`src/shapi_cfg.svh`:
```
// widths, address map and identity words of the SHAPI register block
`ifndef SHAPI_CFG_SVH
`define SHAPI_CFG_SVH

// --------------------------------------------------
// widths and address map
// --------------------------------------------------
`define SHAPI_ADDR_W        11              // word address
`define SHAPI_DATA_W        32
`define SHAPI_BE_W          4
`define SHAPI_MOD_DMA_OFF   11'h040         // base of dma module space
`define SHAPI_NUM_BUF       8               // buffer host addresses
`define SHAPI_DMA_SIZE_W    21
`define SHAPI_TRIG_CH       4
`define SHAPI_TRIG_W        16
`define SHAPI_SCRATCH_RST   32'h0000_00BB

// --------------------------------------------------
// standard device identity
// --------------------------------------------------
`define SHAPI_DEV_MAGIC     32'h5348_0100   // "SH", major 1 minor 0
`define SHAPI_DEV_VERSION   32'h0000_0040   // next block at module space
`define SHAPI_DEV_HW_ID     32'h0001_0ee1   // hw id / vendor
`define SHAPI_DEV_FW_ID     32'h0002_0ee1   // fw id / vendor
`define SHAPI_DEV_FW_VER    32'h0001_0203   // major.minor.patch
`define SHAPI_DEV_TSTAMP    32'h5cc6_f000
`define SHAPI_DEV_NAME1     32'h5043_4945   // "PCIE"
`define SHAPI_DEV_NAME2     32'h5f44_4d41   // "_DMA"
`define SHAPI_DEV_NAME3     32'h5f45_5030   // "_EP0"
`define SHAPI_DEV_CAPAB     32'h4000_0000   // {full, soft, 28'h0, rtm, endian}

// --------------------------------------------------
// dma module identity
// --------------------------------------------------
`define SHAPI_MOD_MAGIC     32'h5346_0100   // "SF", major 1 minor 0
`define SHAPI_MOD_VERSION   32'h0000_0000   // last module in chain
`define SHAPI_MOD_FW_ID     32'h0003_0ee1
`define SHAPI_MOD_FW_VER    32'h0001_0000
`define SHAPI_MOD_NAME1     32'h444d_415f   // "DMA_"
`define SHAPI_MOD_NAME2     32'h4348_3031   // "CH01"
`define SHAPI_MOD_CAPAB     32'h4000_0001   // soft reset, multi interrupt
`define SHAPI_MOD_INT_ID    32'h0000_0010
`define SHAPI_MOD_MAX_BYTES 32'h0010_0000   // 1 MiB per buffer
`define SHAPI_MOD_TLP_PLD   32'h0000_0080   // 128 byte payload

`endif

```
`src/shapi_pkg.sv`:
```
// address, data, byte-enable and write-state types of the SHAPI register block
`include "shapi_cfg.svh"

package shapi_pkg;

    typedef logic [`SHAPI_ADDR_W-1:0] shapi_addr_t;    // register word address
    typedef logic [`SHAPI_DATA_W-1:0] shapi_data_t;    // register word
    typedef logic [`SHAPI_BE_W-1:0]   shapi_be_t;      // byte enables

    // write path states
    typedef enum logic [1:0]
    {
        WR_IDLE   = 2'b00,  // waiting for strobe
        WR_MERGE  = 2'b01,  // form merged word
        WR_COMMIT = 2'b10   // target register loads
    } shapi_wr_state_t;

endpackage

```
`src/shapi_write_ctrl.sv`:
```
// write FSM with capture, byte-lane merge, busy flag and commit strobe
`timescale 1ns/1ps
`include "shapi_cfg.svh"

module shapi_write_ctrl
    import shapi_pkg::*;
(
    input  logic        clk,
    input  logic        rst_n,
    input  logic        wr_en_i,
    input  shapi_addr_t wr_addr_i,
    input  shapi_be_t   wr_be_i,
    input  shapi_data_t wr_data_i,
    output logic        wr_busy_o,
    output logic        commit_o,
    output shapi_addr_t commit_addr_o,
    output shapi_data_t commit_data_o
);

    shapi_wr_state_t state;
    shapi_addr_t     cap_addr;   // captured on accept
    shapi_be_t       cap_be;
    shapi_data_t     cap_data;
    shapi_data_t     merged;

    // --------------------------------------------------
    // byte-lane merge of the byte reversed payload
    // --------------------------------------------------
    // pre-read word is always zero so a disabled lane drops to zero
    assign merged = {cap_be[3] ? cap_data[7:0]   : 8'h00,
                     cap_be[2] ? cap_data[15:8]  : 8'h00,
                     cap_be[1] ? cap_data[23:16] : 8'h00,
                     cap_be[0] ? cap_data[31:24] : 8'h00};

    assign wr_busy_o     = wr_en_i | (state != WR_IDLE);
    assign commit_addr_o = cap_addr;    // stable from accept to commit

    // --------------------------------------------------
    // control FSM
    // --------------------------------------------------
    always_ff @(posedge clk)
    begin
        if (!rst_n)
        begin
            state    <= WR_IDLE;
            commit_o <= 1'b0;
        end
        else
        begin
            case (state)
                WR_IDLE:
                begin
                    commit_o <= 1'b0;
                    if (wr_en_i)
                        state <= WR_MERGE;   // accept edge
                end
                WR_MERGE:
                begin
                    commit_o <= 1'b1;        // one cycle strobe
                    state    <= WR_COMMIT;
                end
                WR_COMMIT:
                begin
                    commit_o <= 1'b0;        // spaces load on this edge
                    state    <= WR_IDLE;
                end
                default:
                begin
                    commit_o <= 1'b0;
                    state    <= WR_IDLE;
                end
            endcase
        end
    end

    // capture on accept and merged word in the merge state
    always_ff @(posedge clk)
    begin
        if (state == WR_IDLE && wr_en_i)
        begin
            cap_addr <= wr_addr_i;
            cap_be   <= wr_be_i;
            cap_data <= wr_data_i;
        end
        if (state == WR_MERGE)
            commit_data_o <= merged;
    end

    // strobe never stretches, so a space sees each write exactly once
    a_commit_pulse: assert property (@(posedge clk) disable iff (!rst_n)
        commit_o |=> !commit_o);

    a_state_legal: assert property (@(posedge clk) disable iff (!rst_n)
        state inside {WR_IDLE, WR_MERGE, WR_COMMIT});

endmodule

```
`src/shapi_dev_regs.sv`:
```
// standard device space with identity words, status and control read values and scratch register
`timescale 1ns/1ps
`include "shapi_cfg.svh"

module shapi_dev_regs
    import shapi_pkg::*;
(
    input  logic        clk,
    input  logic        rst_n,
    input  logic        commit_i,
    input  shapi_addr_t commit_addr_i,
    input  shapi_data_t commit_data_i,
    input  shapi_addr_t rd_addr_i,
    output shapi_data_t dev_rd_data_o,
    output logic        dev_hit_o
);

    localparam shapi_addr_t SCRATCH_ADDR = 11'h00F;

    shapi_data_t scratch_r;

    // --------------------------------------------------
    // scratch register
    // --------------------------------------------------
    always_ff @(posedge clk)
    begin
        if (!rst_n)
            scratch_r <= `SHAPI_SCRATCH_RST;
        else if (commit_i && commit_addr_i == SCRATCH_ADDR)
            scratch_r <= commit_data_i;
    end

    // --------------------------------------------------
    // read decode
    // --------------------------------------------------
    always_comb
    begin
        dev_hit_o = 1'b1;
        case (rd_addr_i)
            11'h000: dev_rd_data_o = `SHAPI_DEV_MAGIC;
            11'h001: dev_rd_data_o = `SHAPI_DEV_VERSION;
            11'h002: dev_rd_data_o = `SHAPI_DEV_HW_ID;
            11'h003: dev_rd_data_o = `SHAPI_DEV_FW_ID;
            11'h004: dev_rd_data_o = `SHAPI_DEV_FW_VER;
            11'h005: dev_rd_data_o = `SHAPI_DEV_TSTAMP;
            11'h006: dev_rd_data_o = `SHAPI_DEV_NAME1;
            11'h007: dev_rd_data_o = `SHAPI_DEV_NAME2;
            11'h008: dev_rd_data_o = `SHAPI_DEV_NAME3;
            11'h009: dev_rd_data_o = `SHAPI_DEV_CAPAB;
            // status and control keep the capabilities layout and read zero
            11'h00A, 11'h00B: dev_rd_data_o = '0;
            SCRATCH_ADDR: dev_rd_data_o = scratch_r;
            default:
            begin
                dev_rd_data_o = '0;
                dev_hit_o     = 1'b0;   // left to the other space
            end
        endcase
    end

endmodule

```
`src/shapi_dma_regs.sv`:
```
// DMA module space: control, interrupt, size, trigger and buffer address registers with read decode
`timescale 1ns/1ps
`include "shapi_cfg.svh"

module shapi_dma_regs
    import shapi_pkg::*;
(
    input  logic                                    clk,
    input  logic                                    rst_n,
    input  logic                                    commit_i,
    input  shapi_addr_t                             commit_addr_i,
    input  shapi_data_t                             commit_data_i,
    input  shapi_addr_t                             rd_addr_i,
    input  shapi_data_t                             status_i,
    output shapi_data_t                             dma_rd_data_o,
    output logic                                    dma_hit_o,
    output shapi_data_t                             control_o,
    output logic [`SHAPI_TRIG_CH*`SHAPI_TRIG_W-1:0] trigger_level_o,
    output logic [`SHAPI_DMA_SIZE_W-1:0]            dma_size_o,
    output shapi_data_t                             dma_ha_ch0_o,
    output shapi_data_t                             dma_ha_ch1_o
);

    logic [1:0]                  mod_ctrl_r;         // {full, soft} reset
    shapi_data_t                 flag_clr_r;
    shapi_data_t                 int_mask_r;
    shapi_data_t                 control_r;
    logic [`SHAPI_DMA_SIZE_W-1:0] size_r;
    shapi_data_t                 buf_addr_r [`SHAPI_NUM_BUF];
    shapi_data_t                 ha_ch1_r;
    logic [`SHAPI_TRIG_W-1:0]    trig_r [`SHAPI_TRIG_CH];

    shapi_addr_t wr_off;     // offsets into module space
    shapi_addr_t rd_off;
    logic        wr_in;      // address falls inside the 64 word window
    logic        rd_in;
    logic        rd_dec;     // offset is mapped
    logic        trig_wr;

    // below the base the offset wraps high, so one compare covers both sides
    assign wr_off  = commit_addr_i - `SHAPI_MOD_DMA_OFF;
    assign rd_off  = rd_addr_i - `SHAPI_MOD_DMA_OFF;
    assign wr_in   = wr_off < 11'h040;
    assign rd_in   = rd_off < 11'h040;
    assign trig_wr = commit_i && wr_in && wr_off[5:2] == 4'hC;   // 0x30..0x33

    // --------------------------------------------------
    // register writes
    // --------------------------------------------------
    always_ff @(posedge clk)
    begin
        if (!rst_n)
        begin
            mod_ctrl_r <= '0;
            flag_clr_r <= '0;
            int_mask_r <= '0;
            control_r  <= '0;
            size_r     <= '0;
            ha_ch1_r   <= '0;
            for (int i = 0; i < `SHAPI_NUM_BUF; i++)
                buf_addr_r[i] <= '0;
            for (int i = 0; i < `SHAPI_TRIG_CH; i++)
                trig_r[i] <= '0;
        end
        else if (commit_i && wr_in)
        begin
            case (wr_off[5:0])
                6'h08: mod_ctrl_r <= commit_data_i[31:30];
                6'h0A: flag_clr_r <= commit_data_i;
                6'h0B: int_mask_r <= commit_data_i;
                6'h11: control_r  <= commit_data_i;
                6'h12: size_r     <= commit_data_i[`SHAPI_DMA_SIZE_W-1:0];   // byte size
                6'h20, 6'h21, 6'h22, 6'h23,
                6'h24, 6'h25, 6'h26, 6'h27:
                    buf_addr_r[wr_off[2:0]] <= commit_data_i;
                6'h28: ha_ch1_r   <= commit_data_i;
                6'h30, 6'h31, 6'h32, 6'h33:
                    trig_r[wr_off[1:0]] <= commit_data_i[`SHAPI_TRIG_W-1:0];
                default: ;   // read-only or unmapped
            endcase
        end
    end

    // --------------------------------------------------
    // read decode
    // --------------------------------------------------
    always_comb
    begin
        rd_dec = 1'b1;
        case (rd_off[5:0])
            6'h00: dma_rd_data_o = `SHAPI_MOD_MAGIC;
            6'h01: dma_rd_data_o = `SHAPI_MOD_VERSION;
            6'h02: dma_rd_data_o = `SHAPI_MOD_FW_ID;
            6'h03: dma_rd_data_o = `SHAPI_MOD_FW_VER;
            6'h04: dma_rd_data_o = `SHAPI_MOD_NAME1;
            6'h05: dma_rd_data_o = `SHAPI_MOD_NAME2;
            6'h06: dma_rd_data_o = `SHAPI_MOD_CAPAB;
            6'h07: dma_rd_data_o = '0;                   // module status
            6'h08: dma_rd_data_o = {mod_ctrl_r, 30'h0};
            6'h09: dma_rd_data_o = `SHAPI_MOD_INT_ID;
            6'h0A: dma_rd_data_o = flag_clr_r;
            6'h0B: dma_rd_data_o = int_mask_r;
            6'h0C, 6'h0D: dma_rd_data_o = '0;            // flag and active
            6'h10: dma_rd_data_o = status_i;
            6'h11: dma_rd_data_o = control_r;
            6'h12: dma_rd_data_o = {{(`SHAPI_DATA_W-`SHAPI_DMA_SIZE_W){1'b0}}, size_r};
            6'h13: dma_rd_data_o = `SHAPI_MOD_MAX_BYTES;
            6'h14: dma_rd_data_o = `SHAPI_MOD_TLP_PLD;
            6'h20: dma_rd_data_o = buf_addr_r[0];
            default:
            begin
                dma_rd_data_o = '0;
                rd_dec        = 1'b0;
            end
        endcase
    end

    assign dma_hit_o = rd_in & rd_dec;

    // --------------------------------------------------
    // field outputs
    // --------------------------------------------------
    assign control_o    = control_r;
    assign dma_size_o   = size_r;
    assign dma_ha_ch1_o = ha_ch1_r;
    // channel 0 follows the current-buffer field
    assign dma_ha_ch0_o = buf_addr_r[status_i[$clog2(`SHAPI_NUM_BUF)-1:0]];

    for (genvar ch = 0; ch < `SHAPI_TRIG_CH; ch++)
    begin : g_trig
        assign trigger_level_o[ch*`SHAPI_TRIG_W +: `SHAPI_TRIG_W] = trig_r[ch];

        // a trigger commit leaves the other channels alone
        a_trig_isolated: assert property (@(posedge clk) disable iff (!rst_n)
            (trig_wr && wr_off[1:0] != ch) |=> $stable(trig_r[ch]));
    end

endmodule

```
`src/shapi_read_mux.sv`:
```
// read mux with space select, unmapped value and read byte lanes
`timescale 1ns/1ps
`include "shapi_cfg.svh"

module shapi_read_mux
    import shapi_pkg::*;
(
    input  shapi_addr_t rd_addr_i,
    input  shapi_be_t   rd_be_i,
    input  shapi_data_t dev_rd_data_i,
    input  logic        dev_hit_i,
    input  shapi_data_t dma_rd_data_i,
    input  logic        dma_hit_i,
    output shapi_data_t rd_data_o
);

    shapi_data_t raw;

    // unmapped word echoes its own address
    always_comb
    begin
        if (dev_hit_i)
            raw = dev_rd_data_i;
        else if (dma_hit_i)
            raw = dma_rd_data_i;
        else
            raw = {{(`SHAPI_DATA_W-`SHAPI_ADDR_W){1'b0}}, rd_addr_i};
    end

    // --------------------------------------------------
    // reversed and gated read lanes
    // --------------------------------------------------
    assign rd_data_o = {rd_be_i[0] ? raw[7:0]   : 8'h00,
                        rd_be_i[1] ? raw[15:8]  : 8'h00,
                        rd_be_i[2] ? raw[23:16] : 8'h00,
                        rd_be_i[3] ? raw[31:24] : 8'h00};

    // the two address maps must not overlap
    always_comb
    begin
        a_one_space: assert #0 (!(dev_hit_i && dma_hit_i));
    end

endmodule

```
`src/shapi_regs_top.sv`:
```
// top level of the SHAPI register block: write controller, both spaces and read mux
`timescale 1ns/1ps
`include "shapi_cfg.svh"

module shapi_regs_top
    import shapi_pkg::*;
(
    input  logic                                    clk,
    input  logic                                    rst_n,
    // write port
    input  logic                                    wr_en_i,
    input  shapi_addr_t                             wr_addr_i,
    input  shapi_be_t                               wr_be_i,
    input  shapi_data_t                             wr_data_i,
    output logic                                    wr_busy_o,
    // read port
    input  shapi_addr_t                             rd_addr_i,
    input  shapi_be_t                               rd_be_i,
    output shapi_data_t                             rd_data_o,
    // dma side
    input  shapi_data_t                             status_i,
    output shapi_data_t                             control_o,
    output logic [`SHAPI_TRIG_CH*`SHAPI_TRIG_W-1:0] trigger_level_o,
    output logic [`SHAPI_DMA_SIZE_W-1:0]            dma_size_o,
    output shapi_data_t                             dma_ha_ch0_o,
    output shapi_data_t                             dma_ha_ch1_o
);

    logic        commit;
    shapi_addr_t commit_addr;
    shapi_data_t commit_data;
    shapi_data_t dev_rd_data;
    logic        dev_hit;
    shapi_data_t dma_rd_data;
    logic        dma_hit;

    shapi_write_ctrl u_write_ctrl (
        .clk           (clk),
        .rst_n         (rst_n),
        .wr_en_i       (wr_en_i),
        .wr_addr_i     (wr_addr_i),
        .wr_be_i       (wr_be_i),
        .wr_data_i     (wr_data_i),
        .wr_busy_o     (wr_busy_o),
        .commit_o      (commit),
        .commit_addr_o (commit_addr),
        .commit_data_o (commit_data)
    );

    shapi_dev_regs u_dev_regs (
        .clk           (clk),
        .rst_n         (rst_n),
        .commit_i      (commit),
        .commit_addr_i (commit_addr),
        .commit_data_i (commit_data),
        .rd_addr_i     (rd_addr_i),
        .dev_rd_data_o (dev_rd_data),
        .dev_hit_o     (dev_hit)
    );

    shapi_dma_regs u_dma_regs (
        .clk             (clk),
        .rst_n           (rst_n),
        .commit_i        (commit),
        .commit_addr_i   (commit_addr),
        .commit_data_i   (commit_data),
        .rd_addr_i       (rd_addr_i),
        .status_i        (status_i),
        .dma_rd_data_o   (dma_rd_data),
        .dma_hit_o       (dma_hit),
        .control_o       (control_o),
        .trigger_level_o (trigger_level_o),
        .dma_size_o      (dma_size_o),
        .dma_ha_ch0_o    (dma_ha_ch0_o),
        .dma_ha_ch1_o    (dma_ha_ch1_o)
    );

    shapi_read_mux u_read_mux (
        .rd_addr_i     (rd_addr_i),
        .rd_be_i       (rd_be_i),
        .dev_rd_data_i (dev_rd_data),
        .dev_hit_i     (dev_hit),
        .dma_rd_data_i (dma_rd_data),
        .dma_hit_i     (dma_hit),
        .rd_data_o     (rd_data_o)
    );

endmodule

```
`config.mk`:
```
export PLATFORM = sky130hd
export DESIGN_NAME = shapi_regs_top
export DESIGN_NICKNAME = d
export VERILOG_FILES = /design/src/shapi_pkg.sv /design/src/shapi_write_ctrl.sv /design/src/shapi_dev_regs.sv /design/src/shapi_dma_regs.sv /design/src/shapi_read_mux.sv /design/src/shapi_regs_top.sv
export VERILOG_INCLUDE_DIRS = /design/src
export SDC_FILE = /design/constraint.sdc
export NUM_CORES = 1
export LEC_CHECK = 0
export BUFFER_PORTS_ARGS = -buffer_cell sky130_fd_sc_hd__buf_2
export CAP_MARGIN = 20
export CELL_PAD_IN_SITES_DETAIL_PLACEMENT = 0
export CELL_PAD_IN_SITES_GLOBAL_PLACEMENT = 2
export CORE_MARGIN = 2
export CORE_UTILIZATION = 36
export DETAILED_ROUTE_END_ITERATION = 10
export PLACE_DENSITY_LB_ADDON = 0.3
export SETUP_SLACK_MARGIN = 0.3
export SLEW_MARGIN = 30
export SYNTH_ARGS = -nofsm -noshare
export SYNTH_HDL_FRONTEND = slang
export SYNTH_SLANG_ARGS = --single-unit
export TNS_END_PERCENT = 5
```
`constraint.sdc`:
```
create_clock -name clk -period 4.05 [get_ports clk]
set_input_delay 0.405 -clock clk [delete_from_list [all_inputs] [get_ports clk]]
set_output_delay 0.405 -clock clk [all_outputs]
set_load 0.01 [all_outputs]
```
* Yosys cells after proc, flatten, opt, wreduce, memory -nomap -nowiden
Memories as Yosys holds them, arrays and structs flattened.
Cells that the tools add are included.
** Word-level totals
- Register bits after elaboration :: 265
- RAM bits :: 320
- Bits of input ports :: 97
- Output and inout bits :: 214
- Logic and storage cells :: 123
- Memories kept :: 2
** Cells by class
- $add $sub $neg :: 2
- Order comparisons :: 2
- Equality and inequality tests :: 52
- Mux-type cells :: 28
- Bitwise logic cells :: 2
- Reductions and logical operators :: 19
** Memory list
- u_dma_regs.buf_addr_r :: words 8, bits a word 32, rd ports 2, clocked after Yosys merged registers in 0, write ports 8, RTL line shapi_dma_regs.sv:29 : shapi_data_t buf_addr_r [`SHAPI_NUM_BUF];
- u_dma_regs.trig_r :: words 4, bits a word 16, rd ports 4, clocked after Yosys merged registers in 0, write ports 4, RTL line shapi_dma_regs.sv:31 : logic [`SHAPI_TRIG_W-1:0] trig_r [`SHAPI_TRIG_CH];
** Operators with widths (count)
- case mux 32 bit (16 select lines) :: 1
- case mux 32 bit (11 select lines) :: 1
- 2-to-1 mux 32 bit :: 3
- equality test 6 bit (second input constant) :: 14
- equality test 11 x 4 -> 1 bit (second input constant) :: 6
- equality test 6 x 4 -> 1 bit (second input constant) :: 9
- equality test 11 x 3 -> 1 bit (second input constant) :: 4
- equality test 6 x 5 -> 1 bit (second input constant) :: 7
- 2-to-1 mux 8 bit :: 4
- OR reduction 32 bit :: 1
- equality test 6 x 3 -> 1 bit (second input constant) :: 4
- equality test 11 x 2 -> 1 bit (second input constant) :: 2
- < comparator 11 x 7 -> 1 bit (second input constant) :: 2
- subtractor 11 x 7 -> 11 bit (second input constant) :: 2
- OR reduction 20 bit :: 1
- 2-to-1 mux 16 bit :: 1
- OR reduction 16 bit :: 1
- 2-to-1 mux 1 bit :: 14
- OR reduction 13 bit :: 1
- equality test 6 x 2 -> 1 bit (second input constant) :: 2
- AND reduction 2 bit :: 6
- equality test 11 x 1 -> 1 bit (second input constant) :: 1
- logical NOT 11 bit :: 1
- OR reduction 8 bit :: 1
- 13 further kinds :: 16

* Logic depth before layout (Yosys ltp)
Gate-level depths: netlist of the first run.
- Word-level depth :: 9
- Gate-level depth with buffers :: 10

* Cells and area by module
A second synthesis of the first run with hierarchy kept.
** Second synthesis, totals
- Cells, all modules :: 2096
- Area, all modules :: 26436.6 um2
** By module, submodules not included
- shapi_dma_regs :: instances 1, cells each 1605, area an instance 20945.1 um2
- shapi_write_ctrl :: instances 1, cells each 120, area an instance 2685.1 um2
- shapi_dev_regs :: instances 1, cells each 265, area an instance 1996.9 um2
- shapi_read_mux :: instances 1, cells each 106, area an instance 809.5 um2

* Worst setup path after synthesis of the first run
No wires, ideal clock.
- Path kind :: input -> register
- Start :: input wr_en_i
- End :: register u_write_ctrl.cap_be[0], enable pin
- Setup time :: 0.521 ns
- Data arrival time :: 3.867 ns
- Data required time :: 3.529 ns
- Slack :: -0.338 ns
- Cell stages on the path :: 1
- Buffers on the path :: 0
- Path through :: nor3b_1
** Between the ends
- Word-level cells in the longest chain between the ends :: 1
** RTL lines
- start, declared :: RTL line shapi_regs_top.sv:11 : input logic wr_en_i,
- logical AND 1 bit :: RTL line shapi_write_ctrl.sv:79 : if (state == WR_IDLE && wr_en_i)
- end signal, assigned :: RTL line shapi_write_ctrl.sv:82 : cap_be <= wr_be_i;
- end, declared :: RTL line shapi_write_ctrl.sv:22 : shapi_be_t cap_be;
Every way passes these cells.
A chain may end at the register's enable or synchronous reset.

* Worst setup path after layout of the first run
- Start :: input rd_addr_i[2]
- End :: output rd_data_o[4]
** Between the ends
- Word-level cells in the longest chain between the ends :: 8
** RTL lines
- start, declared :: RTL line shapi_regs_top.sv:17 : input shapi_addr_t rd_addr_i,
- subtractor 11 x 7 -> 11 bit (no line)
- equality test 6 x 1 -> 1 bit, or another cell as far along :: RTL line shapi_dma_regs.sv:90 : case (rd_off[5:0])
- OR reduction 20 bit (no line)
- 2-to-1 mux 1 bit :: RTL line shapi_dma_regs.sv:90
- bitwise AND 1 bit :: RTL line shapi_dma_regs.sv:118 : assign dma_hit_o = rd_in & rd_dec;
- 2-to-1 mux 32 bit :: RTL line shapi_read_mux.sv:24 : else if (dma_hit_i)
- 2-to-1 mux 32 bit (*) :: RTL line shapi_read_mux.sv:22 : if (dev_hit_i)
- 2-to-1 mux 8 bit (*) :: RTL line shapi_read_mux.sv:36 : rd_be_i[3] ? raw[31:24] : 8'h00};
- end, declared :: RTL line shapi_regs_top.sv:19 : output shapi_data_t rd_data_o,
Every way passes the cells marked *; elsewhere a longest branch is shown, timed or not.

==> results of run 1 <==
where the power goes:
part           internal (W)  leakage, nW  switching, W  total (W)
logic              0.000338         5.34      0.000481   0.000819
clock network       0.00352         1.05       0.00250    0.00602
registers           0.00653         5.56      0.000147    0.00668
total                0.0104         11.9       0.00313     0.0135
per-layer routing:
layer | global-route usage (%) | vias up | part of all wire (%)
met1 | 30.3 | 9252 | 42
li1 | - | 8405 | -
met2 | 40.4 | 622 | 50
met4 | 7.74 | 6 | 2.9
met5 | 0 | - | 0.048
met3 | 3.65 | 139 | 5.2
final timing paths:
path                                  to  slack [ns]  cells past startpoint
max                         rd_data_o[4]        0.51                      8
min           u_dma_regs.dma_ha_ch1_o[1]        0.24                      2
max reg2reg     u_dma_regs.dma_size_o[9]        1.24                      8
min reg2reg  u_dma_regs.dma_ha_ch1_o[10]        0.46                      2
sequential cells by signal, indices dropped and copies added (netlist names):
name and count:
u_dma_regs.int_mask_r 32, u_write_ctrl.commit_data_o 32, u_dma_regs.dma_ha_ch1_o 32, u_write_ctrl.commit_addr_o 11, u_dev_regs.scratch_r 32, u_write_ctrl.cap_data 32
u_dma_regs.mod_ctrl_r 2, u_dma_regs.dma_size_o 21, u_dma_regs.control_o 32, u_write_ctrl.cap_be 4, u_dma_regs.trig_r 64, u_dma_regs.flag_clr_r 32
u_write_ctrl.state 2, u_dma_regs.buf_addr_r 256, u_write_ctrl.commit_o 1
synth_stat cells (12+ instances only):
cell      count  area, um2
a21boi_0    132        991
a21oi_1      41        205
a22o_1       14        123
a22oi_1      37        278
and2_1      310       1940
and3_1       67        419
buf_2        40        200
buf_4        14        105
clkbuf_1    146        548
dfxtp_1     186       3720
edfxtp_1    399      12000
inv_1        12       45.0
mux2_2       33        372
mux2i_1      59        591
mux4_2       64       1440
nand2_1     288       1080
nand2b_1     13       81.3
nor2_1       26       97.6
nor2b_1      60        375
o21ai_0      27        135
cell type report:
class	instances	area, um2	area share, %
Sequential cell	585	15700	49.7
Multi-Input combinational cell	1356	9750	30.8
Timing Repair Buffer	434	2740	8.66
Clock buffer	98	1890	5.97
Tap cell	959	1200	3.80
Clock inverter	27	278	0.879
Inverter	13	48.8	0.154
Antenna cell	2	5.00	0.0158
timing repair:
action / CTS / global route
endpoints found under the hold margin: 47 / 0
setup buffers: 0 / 0
hold buffers: 47 / 0
logic make-up (layout without fill, tap and decap cells):
kind of cell,Yosys count,in the layout,share of synthesized area [%]
AOI/OAI and AO/OA,357,357,10.1
xor gates and xnor gates,3,3,0.0998
adders and majority gates,4,4,0.181
buffers and inverters,220,572,3.61
DFF,585,585,59.7
muxes,156,156,9.13
other,0,2,0
and+or+nand+nor,836,836,17.3
through the flow:
| step | setup WS (ns) | hold slack, ns | TNS [ns] |
|---|---|---|---|
| 2_1_floorplan | -0.0367 | 0.433 | -3.53 |
| 3_3_place_gp | 0.680 | 0.447 | 0 |
| 3_5_place_dp | 0.615 | 0.455 | 0 |
| 4_1_cts | 0.608 | 0.223 | 0 |
| 5_1_grt | 0.413 | 0.253 | 0 |
| 6_report | 0.506 | 0.242 | 0 |
==> summary.md, run 1 <==
| Metric | Value |
|---|---|
| Initial Util | 36.2% |
| Achievable Freq | between 200 and 300 MHz |
| Post-route cell area | 31600 um2 |
| Worst path cell trace | buf_2 -> or4b_1 -> nor2_2 -> buf_4 -> a221o_1 -> a211oi_1 -> o32ai_1 -> buf_2 |
| Slew Limit Fails | 0 |
| CTS max path bufs | 3 |
| IO Port Bufs | 310 |
| Post-Synthesis Net Count | 2261 |
| Hold Startpoint | rst_n |
| Crit Path Max Fanout | 25 |
| Worst Setup SP | rd_addr_i[2] |
| Minimum clock period | roughly 3.5 ns |
| Routability congestion estimate | between 0.8 and 0.9 |
| Number of CTS-inserted buffers | 68 |
| Most used DFF post-synth | edfxtp_1 |
| First-pass GRT wire length | ~130 mm |
| Max_slew headroom | 32.2% |
| CP top delay family | simple AND/OR/NAND/NOR gates |
| Die area | 75300 um2 |
| Critical path required time | 3.64 ns |
| Synth warn | 0 |
| WP data arrival | 3.14 ns |
| DIE HEIGHT | roughly 270 um |
| Status | complete, no violations |
| WL final | 89.4 mm |
| Die Span X | 274 um |
| CTS tree | built |
| # nets final | 2558 |
| Resize count post-CTS | 0 |
| Crit-path max cell delay | 0.81 ns |
| Asr flop ratio synth | 0% |
| Clk sinks | slightly below 600 |
| Worst Tran Pin Value | 1.02 ns |
| Register area share after synthesis | approximately three fifths |
| Max VDD drop | roughly 0.25 mV |
| ANT nets after route | 0 |
| Type of origin of the critical path | input port |
| Post-DP HPWL | roughly 60 mm |
| WS Path Type | in -> out |
| Initial DRC count | 1700 |
| Most frequent cells in the layout | 399 x edfxtp_1, 310 x and2_1, 308 x buf_2 |
| Share of layout cells above drive strength 1 | 24.5% |
| Power, Total | 0.0135 W |
| Clk pin slew, worst setup/hold paths | around 0.06 ns |
| Max-cap viol count | 0 |
| Synth Cell Area | approximately 26000 um2 |
| Core Util, Final | 43.5% |
| PwrDens | about 430 nW/um2 |
| CORE AREA | 72700 um2 |
| Worst path most repeated cell | buf_2 |
| Clk Latency, worst-skew pair | between 0.6 and 0.7 ns |
| Clk root buf | clkbuf_16 |
| Initial antenna violation count | 6 |
| GRT Total Usage | 23.5% |
| Synth cell types | 80 |
| Routed via count | 18400 |
| RSZ-0062 raised after global routing | no |
| Vias per Instance | about 5.3 |
| EDFF count, synth | 399 |
| Area post-placement | 29000 um2 |
| Fill count | 6790 |
| Largest net degree at the start of global routing | 164 |
| 1st-pass router iterations | 5 |
| #FFs+latches synth | 585 |
| Commonest non-fill, non-tap cell in the layout | edfxtp_1 |
| Setup crit end kind | output port |
| Leakage | 11.9 nW |
| DRC viols | 0 |
| Site row count | 99 |
| Period utilization | 87.5% |
| Critical path buffers and inverters | 3 |
| R2r startpoint | u_write_ctrl.commit_addr_o[6] |
| Syn-to-layout area delta | 20.1% |
| Final setup viols | 0 |
| Skew final | 0.0226 ns |
| Wire length per cell | 25.7 um |
| Worst path slowest cell | or4b_1 |
| GR Overflow Total | 0 |
| Top Ports | 311 |
| Vias in the first global route | approximately 18000 |
| Final cell count without fillers | approximately 3500 |
| Placed insts | 3300 |
| Htree depth | 3 |
| Worst Hold Class | in -> reg |
| Avg Inst Size Synth | about 12 um2 |
| Synth Instances | 2161 |
| Final hold vios | 0 |
(Power assumes the default switching activity.)
==> run 2, diff against run 1 <==
==> constraint.sdc (replaced) <==
create_clock -name clk -period 2.9 [get_ports clk]
set_input_delay 0.29 -clock clk [delete_from_list [all_inputs] [get_ports clk]]
set_output_delay 0.29 -clock clk [all_outputs]
set_load 0.01 [all_outputs]
==> summary.md, run 2 (synthesis gave the netlist of run 1 again) <==
| Metric | Value |
|---|---|
| Minimum clock period | 2.64 ns |
| Achievable Freq | 379 MHz |
| Initial antenna violation count | 4 (-2) |
| Clk root buf | clkbuf_16 |
| # nets final | 2631 (+2.9%) |
| Initial DRC count | 1545 (-9.1%) |
| Largest Register | u_dma_regs.buf_addr_r |
| Vias per Instance | 5.30 (-0.13%) |
| RSZ-0062 raised after global routing | yes |
| Final setup viols | 0 (unchanged) |
| Period utilization | 90.9% |
| Top Ports | 311 (unchanged) |
| PwrDens | 588 nW/um2 (+37%) |
| Max_slew headroom | 31.8% (-0.43 points) |
| Wire length per cell | 25.6 um (-0.72%) |
| Clk Latency, worst-skew pair | 0.62 ns (about the same) |
| GR Overflow Total | 0 (unchanged) |
| Critical path buffers and inverters | 6 (+3) |
| Power, Total | 0.0193 W (+43%) |
| Post-DP HPWL | 61.3 mm (+2.7%) |
| Clk pin slew, worst setup/hold paths | 0.06 ns (about the same) |
| Skew final | 0.0283 ns (+0.00572 ns) |
| Commonest non-fill, non-tap cell in the layout | edfxtp_1 |
| Die area | 75300 um2 (unchanged) |
| GRT Total Usage | 23.9% (+0.36 points) |
| Max-cap viol count | 0 (unchanged) |
| Share of layout cells above drive strength 1 | 27.9% (+3.4 points) |
| CTS max path bufs | 3 (unchanged) |
| CORE AREA | 72700 um2 (unchanged) |
| WS Path Type | in -> out |
| DRC viols | 0 (unchanged) |
| Initial Util | 36.2% (unchanged) |
| Type of origin of the critical path | input port |
| Clk sinks | 585 (unchanged) |
| ANT nets after route | 0 (unchanged) |
| Worst path cell trace | buf_6 -> inv_4 -> ha_4 -> or4b_4 -> buf_12 -> a211oi_2 -> buf_4 -> a21oi_4 -> a21boi_2 -> a311oi_2 -> buf_4 -> buf_6 |
| Syn-to-layout area delta | 24.5% |
| Number of CTS-inserted buffers | 68 (unchanged) |
| Routed via count | 18800 (+2.0%) |
| Final hold vios | 0 (unchanged) |
| Vias in the first global route | 18700 (+2.4%) |
| WL final | 90.7 mm (+1.4%) |
| Max VDD drop | 0.499 mV (+97%) |
| IO Port Bufs | 310 (unchanged) |
| Setup WS post-layout | 0.264 ns (-0.243 ns) |
| Site row count | 99 (unchanged) |
| Status | complete, no violations |
| DIE HEIGHT | 274 um (unchanged) |
| Crit Path Max Fanout | 8 (-68%) |
| Slew Limit Fails | 0 (unchanged) |
| Most frequent cells in the layout | 399 x edfxtp_1, 309 x and2_1, 302 x buf_2 |
| Fill count | 6712 (-1.1%) |
| Largest net degree at the start of global routing | 200 (+22%) |
| First-pass GRT wire length | 130 mm (+1.3%) |
| Htree depth | 3 (unchanged) |
| Place WS | -0.106 ns (-0.721 ns) |
| Routability congestion estimate | 0.926 (+2.9%) |
| CP top delay family | buffers and inverters |
| Crit-path max cell delay | 0.51 ns (-0.30 ns) |
| Largest registers | u_dma_regs.buf_addr_r: 256 flops, u_dma_regs.trig_r: 64 flops |
| Setup crit end kind | output port |
| 1st-pass router iterations | 7 (+2) |
| Max reg flops | 256 (unchanged) |
| CTS tree | built |
| Worst path slowest cell | or4b_4 |
| Worst Hold Class | in -> reg |
| Die Span X | 274 um (unchanged) |
| Worst Tran Pin Value | 1.02 ns (+0.00646 ns) |
| Critical path required time | 2.61 ns (-1.03 ns) |
| Leakage | 12.5 nW (+4.6%) |
| WP data arrival | 2.35 ns (-0.79 ns) |
run 2: cell types whose count changed in the layout (fill, tap and decap cells not counted), sizes merged:
cell,change
buf,+71
clkinv,+11
clkbuf,-6
clkinvlp,-3
bufinv,+1
diode,-1
run 2: power by group:
group          internal, W  total, W  switching [W]
Sequential         0.00912   0.00932       0.000195
Clock              0.00517   0.00871        0.00354
Combinational     0.000539   0.00124       0.000702
Total               0.0148    0.0193        0.00444
run 2: final timing paths:
| path | start | endpoint | slack, ns | depth (start not counted) |
|---|---|---|---|---|
| hold reg to reg | u_dma_regs.dma_ha_ch1_o[23] | u_dma_regs.dma_ha_ch1_o[23] | 0.46 | 2 |
| setup / recovery | rd_addr_i[7] | rd_data_o[2] | 0.26 | 12 |
| setup reg to reg | u_write_ctrl.commit_addr_o[7] | u_dma_regs.buf_addr_r[0][3] | 0.44 | 8 |
| hold / removal | rst_n | u_dev_regs.scratch_r[0] | 0.28 | 3 |
run 2: metal layers:
layer	GRT usage, %	vias up	part of all wire [%]	wire, um
met4	6.98	6	2.6	2350
met1	31.1	9505	42	38300
li1	-	8567	-	-
met3	3.35	128	5.1	4640
met5	0	-	0.041	37
met2	41.3	580	50	45400
run 2: cell type report:
type / instances / area [um2] / share of cell area, %
flip-flops and latches: 585 / 15700 / 47.9
clock inverters: 36 / 333 / 1.02
diodes: 1 / 2.50 / 0.00764
clock buffers: 90 / 1930 / 5.90
inverters: 13 / 53.8 / 0.164
well taps: 959 / 1200 / 3.66
repair buffers: 507 / 3600 / 11.0
multi-input cells: 1356 / 9940 / 30.3
run 2: stage by stage:
stage               utilization (%)  area [um2]  TNS (ns)  cells  hold slack, ns
floorplan                         -       26300     -9.86   2161           0.389
global placement               40.7       29600    -0.330   3351           0.452
detailed placement             40.7       29600    -0.144   3353           0.457
CTS                            44.6       32500         0   3528           0.298
global route                   45.1       32800         0   3547           0.357
finish                         45.1       32800         0   3547           0.285
run 2: worst min-delay path: stages:
cell     delay (ns)
buf_4          0.13
buf_12         0.26
nand2_1        0.13
run 2: repair_timing:
item | 4_1_cts | 5_1_grt
endpoints found under the hold margin | 47 | 0
gates cloned | 0 | 1
resized for setup | 25 | 31
hold buffers | 47 | 0
setup endpoints to repair | 32 | 63
pin swaps | 6 | 8
setup buffers | 2 | 15
==> run 3, diff against run 2 <==
--- a/config.mk
+++ b/config.mk
@@ -18,5 +18,6 @@
 export SLEW_MARGIN = 30
 export SYNTH_ARGS = -nofsm -noshare
 export SYNTH_HDL_FRONTEND = slang
+export SYNTH_HIERARCHICAL = 1
 export SYNTH_SLANG_ARGS = --single-unit
 export TNS_END_PERCENT = 5
==> summary.md, run 3 <==
| Metric | Value |
|---|---|
| 1st-pass router iterations | 6 (-1) |
| Routed via count | 18400 (-2.0%) |
| Site row count | 99 (unchanged) |
| Initial DRC count | 1641 (+6.2%) |
| Synth Instances | 2096 (-3.0%) |
| Share of layout cells above drive strength 1 | 25.6% (-2.2 points) |
| FF-to-FF End | u_dma_regs/trig_r[1][2] |
| Top routing layer used | met4 |
| Synth Cell Area | 26400 um2 (+0.42%) |
| Cell taking the most area after synthesis | edfxtp_1 |
| Final setup viols | 0 (unchanged) |
| First-pass GRT wire length | 128 mm (-1.2%) |
| Avg Inst Size Synth | 12.6 um2 (+3.5%) |
| PwrDens | 589 nW/um2 (+0.20%) |
| Leakage | 13.2 nW (+5.9%) |
| Register area share after synthesis | 59.4% (-0.25 points) |
| Final hold vios | 0 (unchanged) |
| ANT nets after route | 0 (unchanged) |
| Clk Latency, worst-skew pair | 0.63 ns (about the same) |
| Asr flop ratio synth | 0% (unchanged) |
| Fill count | 6783 (+1.1%) |
| Max-cap viol count | 0 (unchanged) |
| RSZ-0062 raised after global routing | yes |
| Clk sinks | 585 (unchanged) |
| Commonest non-fill, non-tap cell in the layout | edfxtp_1 |
| Die Span X | 275 um (+0.21%) |
| Synth area leaders | edfxtp_1 45%, dfxtp_1 14%, and2_1 8.8%, mux2i_1 7.1%, mux4_2 5.5% |
| Type of origin of the critical path | flop |
| Minimum clock period | 2.75 ns (+0.110 ns) |
| Achievable Freq | 364 MHz (-4.0%) |
| Htree depth | 3 (unchanged) |
| Synth warn | 6 (+6) |
| Largest net degree at the start of global routing | 112 (-44%) |
| Vias per Instance | 5.28 (-0.24%) |
| Period utilization | 94.7% (+3.8 points) |
| Syn-to-layout area delta | 22.3% |
| Post-DP HPWL | 62.6 mm (+2.1%) |
| Hold WS | 0.155 ns (-0.130 ns) |
| Die area | 75600 um2 (+0.41%) |
| Worst reg-to-reg path cell count | 6 (-2) |
| Routed length on met3 | 5.45 mm (+17%) |
| DRT met1 WL | 38.6 mm (+0.80%) |
| Core Util, Final | 44.4% (-0.68 points) |
| Max reg flops | 256 (unchanged) |
| DIE HEIGHT | 275 um (+0.21%) |
| # nets final | 2567 (-2.4%) |
| Number of CTS-inserted buffers | 68 (unchanged) |
| Min-Delay Path Depth | 3 (unchanged) |
| WL final | 91.2 mm (+0.59%) |
| Clk root buf | clkbuf_16 |
| Max VDD drop | 0.377 mV (-25%) |
| Reg2Reg Setup Slack | 0.52 ns (+0.08 ns) |
| Skew final | 0.0316 ns (+0.00325 ns) |
| EDFF count, synth | 399 (unchanged) |
| Setup crit end kind | output port |
| GRT Total Usage | 23.7% (-0.15 points) |
| IO Port Bufs | 310 (unchanged) |
| Hold Startpoint | rst_n |
| Wire length per cell | 26.2 um (+2.4%) |
| Crit-path max cell delay | 0.49 ns (-0.02 ns) |
| CTS tree | built |
| R2r startpoint | u_write_ctrl/commit_addr_o[6] |
| Initial Util | 36.3% (+0.090 points) |
| Worst Hold Class | in -> reg |
| Top Ports | 311 (unchanged) |
| Synth cell types | 73 (-8.8%) |
| Initial antenna violation count | 8 (+4) |
| Crit Path Max Fanout | 2 (-6) |
| Status | complete, no violations |
| Post-Synthesis Net Count | 2195 (-2.9%) |
| Routability congestion estimate | 0.890 (-3.9%) |
| Commonest cells post-synth | 399 x edfxtp_1, 371 x and2_1, 291 x nand2_1 |
| CORE AREA | 72800 um2 (+0.17%) |
| Slew Limit Fails | 0 (unchanged) |
| GR Overflow Total | 0 (unchanged) |
| WS Path Type | reg -> out |
| Worst path cell trace | a222oi_1 -> nand3_2 -> mux2_4 -> o211a_1 -> buf_6 |
| Vias in the first global route | 18100 (-3.0%) |
| CTS max path bufs | 3 (unchanged) |
| Worst Tran Pin Value | 0.981 ns (-0.0425 ns) |
| Area fraction of the dominant cell type after synthesis | 45.3% (-0.19 points) |
| DRC viols | 0 (unchanged) |
| Worst path slowest cell | edfxtp_1 |
| Power, Total | 0.0191 W (-1.1%) |
| Critical path required time | 2.61 ns (about the same) |
| Most frequent cell after synthesis | edfxtp_1 |
| Most frequent cells in the layout | 399 x edfxtp_1, 370 x and2_1, 306 x buf_2 |
| Largest Register | u_dma_regs/buf_addr_r |
| DR WL met2 | 43.6 mm (-3.9%) |
| #FFs+latches synth | 585 (unchanged) |
| TNS Setup | 0 ns (unchanged) |
| Clk pin slew, worst setup/hold paths | 0.06 ns (about the same) |
| WP data arrival | 2.46 ns (+0.11 ns) |
| Largest registers | u_dma_regs/buf_addr_r: 256 flops, u_dma_regs/trig_r: 64 flops |
| Hold path endpoint | u_dma_regs/int_mask_r[24] |
| Most used DFF post-synth | edfxtp_1 |
| Max_slew headroom | 34.6% (+2.8 points) |
-- run 3: routing by layer --
layer  track usage (%)  vias up
met2              38.6      601
met5                 0        -
met4              10.0        0
met3              3.55      142
met1              31.7     9342
li1                  -     8323
-- run 3: logic make-up (layout without fill, tap and decap cells) --
group	Yosys count	in the layout	share of synthesized area, %
compound gates	180	180	4.90
xor+xnor	3	3	0.128
fa+ha+maj	3	3	0.133
buf+inv	168	595	2.93
flops	585	585	59.4
mux	294	294	14.5
other cells	0	2	0
simple gates	863	863	18.0
-- run 3: how the worst max path moves through the flow --
stage                                  start                 endpoint  slack (ns)  depth (start not counted)
5_1_grt          u_dma_regs/buf_addr_r[0][7]            rd_data_o[31]         0.1                          5
2_1_floorplan  u_write_ctrl/commit_addr_o[6]  u_dma_regs/trig_r[1][0]        0.24                          5
3_5_place_dp                    rd_addr_i[6]            rd_data_o[31]        0.09                          9
3_3_place_gp                    rd_addr_i[6]            rd_data_o[25]         0.1                          9
4_1_cts          u_dma_regs/buf_addr_r[0][7]            rd_data_o[31]        0.14                          5
6_report         u_dma_regs/buf_addr_r[0][7]            rd_data_o[31]        0.15                          5
-- run 3: through the flow --
stage / setup slack, ns / instance area (um2) / std cells
4_1_cts: 0.139 / 32300 / 3482
5_1_grt: 0.0962 / 32300 / 3482
6_report: 0.154 / 32300 / 3484
2_1_floorplan: 0.239 / 26500 / 2096
3_3_place_gp: 0.0989 / 29500 / 3303
3_5_place_dp: 0.0870 / 29500 / 3303
-- run 3: area by class of cell --
cell class | count | area, um2 | share of cell area (%)
diodes | 2 | 5.00 | 0.0155
inverters | 8 | 30.0 | 0.0929
flip-flops and latches | 585 | 15700 | 48.6
clock inverters | 33 | 340 | 1.05
repair buffers | 462 | 3150 | 9.73
multi-input cells | 1343 | 10000 | 31.0
well taps | 959 | 1200 | 3.71
clock buffers | 92 | 1870 | 5.80
-- run 3: worst max-delay path: cells and delay by family, from the launching register on --
family                 cells  cell delay (ns)
flip-flops                 1             0.49
buffers and inverters      1             0.12
AO/OA/AOI/OAI              2             0.70
multiplexers               1             0.30
AND/OR/NAND/NOR            1             0.21
-- run 3: what timing repair did --
item / in CTS / in global routing
pin swaps: 3 / 3
buffers inserted: 4 / 0
endpoints found under the setup margin: 21 / 32
gates cloned: 2 / 0
gates resized for setup: 3 / 6
endpoints found under the hold margin: 48 / 0
hold buffers: 48 / 0
-- run 3: report_power, final --
group	total [W]	switching [W]	internal, W
clock	0.00854	0.00359	0.00496
sequential	0.00931	0.000191	0.00912
combinational	0.00119	0.000707	0.000486
total	0.0191	0.00449	0.0146
